==> src/source/alu_fault_consts.svh <==
/*
  ALU fault monitor constants
  Sizes, policy defaults, sub-unit indices, config selects, ALU opcodes
*/
`ifndef ALU_FAULT_CONSTS_SVH
`define ALU_FAULT_CONSTS_SVH

// Sizes
`define NUM_ALU           4
`define NUM_SUBUNIT       9
`define ALU_OP_W          7
`define CNT_W             8
`define STEP_W            2

// Policy values loaded at reset
`define DEF_THRESHOLD     8'd8
`define DEF_INCREASE      2'd2
`define DEF_DECREASE      2'd1

// Sub-unit class indices
`define SU_SHIFT          0
`define SU_LOGIC          1
`define SU_BITMAN         2
`define SU_BITCNT         3
`define SU_SHUFFLE        4
`define SU_COMPARE        5
`define SU_ABSCLIP        6
`define SU_MINMAX         7
`define SU_DIVREM         8

// Policy register selects, 3 is unused
`define CFG_SEL_THRESHOLD 2'd0
`define CFG_SEL_INCREASE  2'd1
`define CFG_SEL_DECREASE  2'd2

//////////////////////////////////////////////////
// cv32e40p ALU opcodes
//////////////////////////////////////////////////

// Adder and shifter
`define ALU_ADD           7'b0011000
`define ALU_SUB           7'b0011001
`define ALU_ADDU          7'b0011010
`define ALU_SUBU          7'b0011011
`define ALU_ADDR          7'b0011100
`define ALU_SUBR          7'b0011101
`define ALU_ADDUR         7'b0011110
`define ALU_SUBUR         7'b0011111
`define ALU_SRA           7'b0100100
`define ALU_SRL           7'b0100101
`define ALU_ROR           7'b0100110
`define ALU_SLL           7'b0100111

// Logic
`define ALU_XOR           7'b0101111
`define ALU_OR            7'b0101110
`define ALU_AND           7'b0010101

// Bit manipulation
`define ALU_BEXT          7'b0101000
`define ALU_BEXTU         7'b0101001
`define ALU_BINS          7'b0101010
`define ALU_BCLR          7'b0101011
`define ALU_BSET          7'b0101100
`define ALU_BREV          7'b1001001

// Bit counting
`define ALU_FF1           7'b0110110
`define ALU_FL1           7'b0110111
`define ALU_CNT           7'b0110100
`define ALU_CLB           7'b0110101

// Shuffle and extension
`define ALU_EXTS          7'b0111110
`define ALU_EXT           7'b0111111
`define ALU_SHUF          7'b0111010
`define ALU_SHUF2         7'b0111011
`define ALU_PCKLO         7'b0111000
`define ALU_PCKHI         7'b0111001
`define ALU_INS           7'b0101101

// Comparison
`define ALU_LTS           7'b0000000
`define ALU_LTU           7'b0000001
`define ALU_LES           7'b0000100
`define ALU_LEU           7'b0000101
`define ALU_GTS           7'b0001000
`define ALU_GTU           7'b0001001
`define ALU_GES           7'b0001010
`define ALU_GEU           7'b0001011
`define ALU_EQ            7'b0001100
`define ALU_NE            7'b0001101
`define ALU_SLTS          7'b0000010
`define ALU_SLTU          7'b0000011
`define ALU_SLETS         7'b0000110
`define ALU_SLETU         7'b0000111

// Absolute value and clip
`define ALU_ABS           7'b0010100
`define ALU_CLIP          7'b0010110
`define ALU_CLIPU         7'b0010111

// Min and max
`define ALU_MIN           7'b0010000
`define ALU_MINU          7'b0010010
`define ALU_MAX           7'b0010001
`define ALU_MAXU          7'b0010011

// Divider
`define ALU_DIVU          7'b0110000
`define ALU_DIV           7'b0110001
`define ALU_REMU          7'b0110010
`define ALU_REM           7'b0110011

`endif

==> src/source/alu_fault_pkg.sv <==
/*
  ALU fault monitor types
*/
`default_nettype none

`include "alu_fault_consts.svh"

package alu_fault_pkg;

  // One ALU opcode
  typedef logic [`ALU_OP_W-1:0]    alu_op_t;

  // One bit per sub-unit class, used for the class and for the flags
  typedef logic [`NUM_SUBUNIT-1:0] subunit_vec_t;

  // Leaky counter value, also the threshold
  typedef logic [`CNT_W-1:0]       fault_cnt_t;

  // Counter step on error or on a clean operation
  typedef logic [`STEP_W-1:0]      err_step_t;

  // Policy register select
  typedef logic [1:0]              cfg_sel_t;

endpackage

`default_nettype wire

==> src/source/class_event_if.sv <==
/*
  Classified operation of one ALU, from the opcode decoder to its counter bank
*/
`timescale 1ns/1ps
`default_nettype none

interface class_event_if;
  import alu_fault_pkg::*;

  logic         upd_en;
  subunit_vec_t cls;
  logic         clear_all;
  logic         err;

  modport classifier (output upd_en, output cls, output clear_all, output err);
  modport counters   (input upd_en, input cls, input clear_all, input err);

endinterface

`default_nettype wire

==> src/source/alu_fault_monitor.sv <==
/*
  ALU permanent-fault monitor
  Four ALUs, nine leaky counters each, shared policy registers
*/
`timescale 1ns/1ps
`default_nettype none

`include "alu_fault_consts.svh"

module alu_fault_monitor (
  input  logic                                     clock_gated,
  input  logic                                     rst_n,
  input  logic [`NUM_ALU-1:0]                      alu_enable_i,
  input  alu_fault_pkg::alu_op_t [`NUM_ALU-1:0]    alu_operator_i,
  input  logic [`NUM_ALU-1:0]                      error_detected_i,
  input  logic                                     div_ready_i,
  input  logic                                     cfg_we_i,
  input  alu_fault_pkg::cfg_sel_t                  cfg_sel_i,
  input  alu_fault_pkg::fault_cnt_t                cfg_data_i,
  output alu_fault_pkg::subunit_vec_t [`NUM_ALU-1:0] fault_flags_o,
  output logic [`NUM_ALU-1:0]                      perf_fault_o
);
  import alu_fault_pkg::*;

  fault_cnt_t threshold;
  err_step_t  increase;
  err_step_t  decrease;

  // One policy set shared by all ALUs
  fault_policy_regs u_policy (
    .clock_gated (clock_gated),
    .rst_n       (rst_n),
    .cfg_we_i    (cfg_we_i),
    .cfg_sel_i   (cfg_sel_i),
    .cfg_data_i  (cfg_data_i),
    .threshold_o (threshold),
    .increase_o  (increase),
    .decrease_o  (decrease)
  );

  for (genvar g = 0; g < `NUM_ALU; g++) begin : gen_alu
    class_event_if ev ();

    alu_op_classifier u_classifier (
      .alu_enable_i     (alu_enable_i[g]),
      .alu_operator_i   (alu_operator_i[g]),
      .error_detected_i (error_detected_i[g]),
      .div_ready_i      (div_ready_i),
      .ev               (ev)
    );

    subunit_fault_counters u_counters (
      .clock_gated   (clock_gated),
      .rst_n         (rst_n),
      .threshold_i   (threshold),
      .increase_i    (increase),
      .decrease_i    (decrease),
      .ev            (ev),
      .fault_flags_o (fault_flags_o[g]),
      .perf_fault_o  (perf_fault_o[g])
    );
  end

endmodule

`default_nettype wire

==> src/source/alu_op_classifier.sv <==
/*
  Opcode classifier for one ALU
  Maps the opcode to its sub-unit class and qualifies the counter update
*/
`timescale 1ns/1ps
`default_nettype none

`include "alu_fault_consts.svh"

module alu_op_classifier (
  input  logic                   alu_enable_i,
  input  alu_fault_pkg::alu_op_t alu_operator_i,
  input  logic                   error_detected_i,
  input  logic                   div_ready_i,
  class_event_if.classifier      ev
);
  import alu_fault_pkg::*;

  subunit_vec_t cls;
  logic         known_op;

  always_comb begin
    cls      = '0;
    known_op = 1'b1;
    case (alu_operator_i)
      `ALU_ADD, `ALU_SUB, `ALU_ADDU, `ALU_SUBU, `ALU_ADDR, `ALU_SUBR,
      `ALU_ADDUR, `ALU_SUBUR, `ALU_SRA, `ALU_SRL, `ALU_ROR, `ALU_SLL:
        cls[`SU_SHIFT] = 1'b1;
      `ALU_XOR, `ALU_OR, `ALU_AND:
        cls[`SU_LOGIC] = 1'b1;
      `ALU_BEXT, `ALU_BEXTU, `ALU_BINS, `ALU_BCLR, `ALU_BSET, `ALU_BREV:
        cls[`SU_BITMAN] = 1'b1;
      `ALU_FF1, `ALU_FL1, `ALU_CNT, `ALU_CLB:
        cls[`SU_BITCNT] = 1'b1;
      `ALU_EXTS, `ALU_EXT, `ALU_SHUF, `ALU_SHUF2, `ALU_PCKLO, `ALU_PCKHI, `ALU_INS:
        cls[`SU_SHUFFLE] = 1'b1;
      `ALU_LTS, `ALU_LTU, `ALU_LES, `ALU_LEU, `ALU_GTS, `ALU_GTU, `ALU_GES,
      `ALU_GEU, `ALU_EQ, `ALU_NE, `ALU_SLTS, `ALU_SLTU, `ALU_SLETS, `ALU_SLETU:
        cls[`SU_COMPARE] = 1'b1;
      `ALU_ABS, `ALU_CLIP, `ALU_CLIPU:
        cls[`SU_ABSCLIP] = 1'b1;
      `ALU_MIN, `ALU_MINU, `ALU_MAX, `ALU_MAXU:
        cls[`SU_MINMAX] = 1'b1;
      `ALU_DIVU, `ALU_DIV, `ALU_REMU, `ALU_REM:
        cls[`SU_DIVREM] = 1'b1;
      default:
        known_op = 1'b0;
    endcase
  end

  assign ev.cls       = cls;
  // Multi-cycle divide only counts once the divider has a result
  assign ev.upd_en    = alu_enable_i & ~(cls[`SU_DIVREM] & ~div_ready_i);
  assign ev.clear_all = alu_enable_i & ~known_op;
  assign ev.err       = error_detected_i;

endmodule

`default_nettype wire

==> src/source/fault_policy_regs.sv <==
/*
  Fault policy registers
  Threshold and counter steps, defaults at reset, written by a strobe
*/
`timescale 1ns/1ps
`default_nettype none

`include "alu_fault_consts.svh"

module fault_policy_regs (
  input  logic                      clock_gated,
  input  logic                      rst_n,
  input  logic                      cfg_we_i,
  input  alu_fault_pkg::cfg_sel_t   cfg_sel_i,
  input  alu_fault_pkg::fault_cnt_t cfg_data_i,
  output alu_fault_pkg::fault_cnt_t threshold_o,
  output alu_fault_pkg::err_step_t  increase_o,
  output alu_fault_pkg::err_step_t  decrease_o
);
  import alu_fault_pkg::*;

  fault_cnt_t threshold_q;
  err_step_t  increase_q;
  err_step_t  decrease_q;

  always_ff @(posedge clock_gated or negedge rst_n) begin
    if (!rst_n) begin
      threshold_q <= `DEF_THRESHOLD;
      increase_q  <= `DEF_INCREASE;
      decrease_q  <= `DEF_DECREASE;
    end else if (cfg_we_i) begin
      case (cfg_sel_i)
        `CFG_SEL_THRESHOLD: threshold_q <= cfg_data_i;
        // Steps keep only the low bits
        `CFG_SEL_INCREASE:  increase_q  <= cfg_data_i[`STEP_W-1:0];
        `CFG_SEL_DECREASE:  decrease_q  <= cfg_data_i[`STEP_W-1:0];
        default: ;
      endcase
    end
  end

  assign threshold_o = threshold_q;
  assign increase_o  = increase_q;
  assign decrease_o  = decrease_q;

  a_cfg_sel_valid : assert property (@(posedge clock_gated) disable iff (!rst_n)
    cfg_we_i |-> cfg_sel_i inside {`CFG_SEL_THRESHOLD, `CFG_SEL_INCREASE, `CFG_SEL_DECREASE})
    else $error("policy write with unused select %0d", cfg_sel_i);

endmodule

`default_nettype wire

==> src/source/subunit_fault_counters.sv <==
/*
  Leaky error counters for the nine sub-units of one ALU
  Sticky fault flags and a one-cycle perf pulse per newly set flag event
*/
`timescale 1ns/1ps
`default_nettype none

`include "alu_fault_consts.svh"

module subunit_fault_counters (
  input  logic                        clock_gated,
  input  logic                        rst_n,
  input  alu_fault_pkg::fault_cnt_t   threshold_i,
  input  alu_fault_pkg::err_step_t    increase_i,
  input  alu_fault_pkg::err_step_t    decrease_i,
  class_event_if.counters             ev,
  output alu_fault_pkg::subunit_vec_t fault_flags_o,
  output logic                        perf_fault_o
);
  import alu_fault_pkg::*;

  fault_cnt_t   cnt_q [`NUM_SUBUNIT];
  fault_cnt_t   cnt_d [`NUM_SUBUNIT];
  subunit_vec_t flags_q;
  subunit_vec_t flag_set;
  logic         set_q;
  logic         perf_q;

  //////////////////////////////////////////////////
  // Next counter values
  //////////////////////////////////////////////////

  always_comb begin
    logic [`CNT_W:0] sum;
    fault_cnt_t      sat;

    flag_set = '0;
    for (int c = 0; c < `NUM_SUBUNIT; c++) begin
      cnt_d[c] = cnt_q[c];
      sum      = {1'b0, cnt_q[c]} + {{(`CNT_W + 1 - `STEP_W){1'b0}}, increase_i};
      sat      = sum[`CNT_W] ? {`CNT_W{1'b1}} : sum[`CNT_W-1:0];
      if (ev.clear_all) begin
        cnt_d[c] = '0;
      end else if (ev.upd_en && ev.cls[c] && !flags_q[c]) begin
        if (ev.err) begin
          // Compare on >= so a large step cannot jump over the threshold
          if (sat >= threshold_i) begin
            flag_set[c] = 1'b1;
            cnt_d[c]    = '0;
          end else begin
            cnt_d[c] = sat;
          end
        end else if (cnt_q[c] > fault_cnt_t'(2)) begin
          cnt_d[c] = cnt_q[c] - {{(`CNT_W - `STEP_W){1'b0}}, decrease_i};
        end else begin
          cnt_d[c] = '0;
        end
      end
    end
  end

  //////////////////////////////////////////////////
  // State
  //////////////////////////////////////////////////

  always_ff @(posedge clock_gated or negedge rst_n) begin
    if (!rst_n) begin
      cnt_q   <= '{default: '0};
      flags_q <= '0;
      set_q   <= 1'b0;
      perf_q  <= 1'b0;
    end else begin
      cnt_q   <= cnt_d;
      flags_q <= flags_q | flag_set;
      // Perf pulse trails the flag by one more edge
      set_q   <= |flag_set;
      perf_q  <= set_q;
    end
  end

  assign fault_flags_o = flags_q;
  assign perf_fault_o  = perf_q;

  a_flags_sticky : assert property (@(posedge clock_gated) disable iff (!rst_n)
    ($past(flags_q) & ~flags_q) == '0)
    else $error("fault flag cleared, was %b now %b", $past(flags_q), flags_q);

  // Every perf pulse comes from a flag that rose on the edge before
  a_perf_from_flag : assert property (@(posedge clock_gated) disable iff (!rst_n)
    perf_q |-> ($past(flags_q) != $past(flags_q, 2)))
    else $error("perf pulse without a newly set flag");

endmodule

`default_nettype wire

==> config.mk <==
export PLATFORM = sky130hd
export DESIGN_NAME = alu_fault_monitor
export DESIGN_NICKNAME = d
export VERILOG_FILES = /design/src/source/alu_fault_pkg.sv /design/src/source/class_event_if.sv /design/src/source/alu_fault_monitor.sv /design/src/source/alu_op_classifier.sv /design/src/source/fault_policy_regs.sv /design/src/source/subunit_fault_counters.sv
export VERILOG_INCLUDE_DIRS = /design/src /design/src/source
export SDC_FILE = /design/constraint.sdc
export NUM_CORES = 2
export LEC_CHECK = 0
export BUFFER_PORTS_ARGS = -buffer_cell sky130_fd_sc_hd__buf_2
export CORE_ASPECT_RATIO = 1.1
export CORE_MARGIN = 4
export CORE_UTILIZATION = 40
export DETAILED_ROUTE_END_ITERATION = 6
export MAX_ROUTING_LAYER = met4
export PLACE_DENSITY = 0.58
export SYNTH_ARGS = -nofsm -noshare
export SYNTH_HDL_FRONTEND = slang
export SYNTH_HIERARCHICAL = 1
export SYNTH_SLANG_ARGS = --single-unit
==> constraint.sdc <==
create_clock -name clock_gated -period 5.7 [get_ports clock_gated]
set_input_delay 0.855 -clock clock_gated [delete_from_list [all_inputs] [get_ports clock_gated]]
set_output_delay 0.855 -clock clock_gated [all_outputs]
set_load 0.1 [all_outputs]
==> run_results.csv <==
group,metric,value,unit
die,row_count,115,
cts,cts_buffers,48,
critical_path,crit_top_cell,"inv_1",
final_layout,fillers,8955,
critical_path,worst-setup-path-type,"register to register",
placed_design,numPortBuffers,89,
cts,cts.repair.resized,0,
critical_path,r2r_cells,12,
die,fp.dieH,325,µm
sta,rsz0062_at_grt,"no",
synthesis,ys_seq_area_share,23.6,%
synthesis,synth.cell_area,36500,µm²
drt,drc,0,
grt,grt_usage,23.3,%
cts,cts.hold.buffers_added,0,
die,die_area,96200,µm²
final_layout,design_area,39700,µm²
power_and_ir_drop,p_per_area,215,nW/µm²
synthesis,yosysWarnings,6,
drt,postRouteAntennaNets,0,
sta,drv_slew,0,
synthesis,synth.avg_cell_area,8.12,µm²
power_and_ir_drop,p_clk_share,40.0,%
placed_design,gp_congestion,0.908,
critical_path,crit_path_cell_trace,"inv_1 -> fa_1 -> and3b_1 -> and3_1 -> a31oi_1 -> ha_1 -> nand2b_1 -> a2111oi_0 -> o31ai_1 -> nor3_2 -> a222oi_1 -> inv_1",
critical_path,worstPathRequired,6.23,ns
sta,setup_viol,0,
critical_path,critPathTopFamily,"simple AND/OR/NAND/NOR gates",
power_and_ir_drop,intPower,5480,µW
cts,cts_setup_buffers,0,
grt,grt_pass1_wl,179,mm
drt,routedWlPerCell,19.6,µm
critical_path,critPathBufInv,2,
drt,wirelength,111,mm
final_layout,area_growth,8.64,%
cts,cts-root-buf,"clkbuf_16",
final_layout,final_util,44.1,%
drt,via_per_inst,5.95,
sta,period_needed,4.81,ns
sta,relSlewSlack,31.9,%
synthesis,synthArstFlopShare,100,%
power_and_ir_drop,leakage,0.0189,µW
cts,clockBufferDepth,3,
flow_run,drv_cap,0,
synthesis,postSynthCellCount,4497,
cts,htreeDepth,2,
power_and_ir_drop,power.switching,3050,µW
sta,worst_pin_slew,1.02,ns
sta,setup_slack,0.893,ns
sta,period_share,84.3,%
critical_path,startpoint_type,"register",
status,outcome,"completed",
sta,hold_viol_final,0,
grt,grt_pass1_vias,32100,
critical_path,path_depth,12,
die,start_util,40.6,%
placed_design,hpwl,78.8,mm
power_and_ir_drop,swShare,35.8,%
critical_path,cp.arrival,5.34,ns
synthesis,synthFlopType,"dfrtp_1",
sta,fmax,208,MHz
final_layout,drive_gt1_share,7.08,%
grt,grt_overflow_total,0,
power_and_ir_drop,peakVddDrop,0.168,mV
drt,dr.first_iter.drc_count,2731,
critical_path,reg2reg_to,"gen_alu[3].u_counters/cnt_q[49]",
drt,vias,33900,
synthesis,synthesis.nets,5051,
critical_path,cp_max_fo,21,
critical_path,reg2reg_from,"u_policy/increase_o[1]",
die,ios,90,
critical_path,crit_end,"gen_alu[3].u_counters/cnt_q[49]",
critical_path,cp-end-kind,"register",
drt,dr.pass1.iters,6,
final_layout,nets,5035,
die,core,89900,µm²
placed_design,pre_cts_ws,0.917,ns
sta,fin_tns_setup,0,ns
synthesis,synth_edf_count,0,
placed_design,placed_area,37900,µm²
grt,grt_max_degree,138,
cts,clock_latency,0.60,ns
cts,clk_pin_slew,0.06,ns
synthesis,synth-seq-cells,344,
critical_path,rrSetupSlack,0.89,ns
die,die_w,296,µm
grt,grt_antenna_before_repair,2,
sta,finClkSkew,0.0297,ns
cts,clock-sinks,344,
cts,cts_tree,"yes",
min_path,min_path_type,"input pin to asynchronous set/reset pin",
synthesis,ys_types,105,
power_and_ir_drop,combinationalPowerShare,28.7,%
power_and_ir_drop,seq_power_share,31.3,%
critical_path,slowest_delay,0.89,ns
critical_path,slowest_stage,"dfstp_4",
critical_path,startpoint,"u_policy/increase_o[1]",
## flip-flops by register name (all words and copies together), names as in the netlist
| register | cells |
|---|---|
| gen_alu.u_counters/fault_flags_o | 36 |
| u_policy/decrease_o | 2 |
| gen_alu.u_counters/set_q | 4 |
| u_policy/threshold_o | 8 |
| gen_alu.u_counters/cnt_q | 288 |
| u_policy/increase_o | 2 |
| gen_alu.u_counters/perf_fault_o | 4 |
## routing by layer
layer | routed length [µm] | share of wire [%] | up-vias | track usage [%]
met5 | 0 | 0 | - | -
met4 | 2470 | 2.2 | 0 | 5.78
met3 | 5440 | 4.9 | 159 | 2.71
met2 | 52300 | 47 | 864 | 37.6
met1 | 51300 | 46 | 16300 | 31.4
li1 | - | - | 16500 | -
## worst min path at each step
stage / from / endpoint / slack [ns] / cells past startpoint
final: rst_n / gen_alu[0].u_counters/cnt_q[32] / 0.09 / 1
after CTS: rst_n / gen_alu[0].u_counters/cnt_q[32] / 0.06 / 1
after global placement: gen_alu[3].u_counters/set_q / gen_alu[3].u_counters/perf_fault_o / 0.33 / 0
after detailed placement: gen_alu[3].u_counters/set_q / gen_alu[3].u_counters/perf_fault_o / 0.34 / 0
after global routing: rst_n / gen_alu[0].u_counters/cnt_q[32] / 0.08 / 1
after floorplan: gen_alu[0].u_counters/set_q / gen_alu[0].u_counters/perf_fault_o / 0.33 / 0
## power groups by stage
stage | combinational [µW] | sequential, µW | clock [µW]
after CTS | 2460 | 2670 | 3520
after floorplan | 1590 | 2690 | 0
after global routing | 2780 | 2670 | 3600
after detailed placement | 2440 | 2710 | 0
final | 2450 | 2670 | 3410
after global placement | 2390 | 2710 | 0
## placed cells by master, fill, tap and decap left out, types with 117 or more instances in the layout
master	synthesis	routed
nand2_1	479	479
dfrtp_1	341	339
nand3_1	149	149
nor3_1	146	146
a21o_1	130	130
nor2_1	332	332
nor2b_1	117	117
a21oi_1	270	270
ha_1	432	432
o21ai_0	217	217
inv_1	319	319
## cell families after synthesis
group | synth area share (%)
xor+xnor | 2.61
fa+ha+maj | 18.8
flops | 23.6
buf+inv | 5.45
mux | 1.99
compound gates | 23.7
simple gates | 23.9
## per-stage QoR
step                      hold WS (ns)  power [µW]  instances
after detailed placement         0.341        5150       5601
after global placement           0.333        5110       5601
final                           0.0921        8530       5693
after global routing            0.0767        9060       5693
after CTS                       0.0570        8640       5690
after floorplan                  0.331        4280       4497
## worst reg2reg max path, stage by stage, from the launching register on
cell       delay, ns
dfstp_4         0.89
inv_1           0.49
fa_1            0.60
and3b_1         0.26
and3_1          0.26
a31oi_1         0.14
ha_1            0.29
nand2b_1        0.14
a2111oi_0       0.65
o31ai_1         0.18
nor3_2          0.54
a222oi_1        0.22
inv_1           0.09
## area by class of cell
cell class,count,area [µm²],share of cell area (%)
Sequential cell,344,8620,21.7
Tap cell,1170,1460,3.69
Inverter,321,1200,3.04
Multi-Input combinational cell,3657,26000,65.4
Clock inverter,21,344,0.867
Timing Repair Buffer,109,631,1.59
Antenna cell,3,7.51,0.0189
Clock buffer,68,1430,3.60
## synthesized netlist by cell type (40+ instances only)
master	number	share of area (%)
nand2b_1	99	1.7
nor2b_1	117	2.0
a211oi_1	55	1.1
a31oi_1	52	0.89
nand2_1	479	4.9
a21o_1	130	2.7
dfrtp_1	341	23
inv_1	319	3.3
nor3_1	146	2.0
o211ai_1	55	1.1
xor2_1	59	1.4
a221o_1	53	1.5
fa_1	72	3.9
o21a_1	44	0.90
o221ai_1	54	1.3
or3_1	45	0.77
and3_1	70	1.2
nand3_1	149	2.0
nor4_1	40	0.69
nor2_1	332	3.4
and2_1	53	0.91
o21ai_0	217	3.0
clkbuf_1	124	1.3
xnor2_1	50	1.2
ha_1	432	15
nand4_1	64	1.1
a21oi_1	270	3.7
Power figures use the tool's default switching activity.
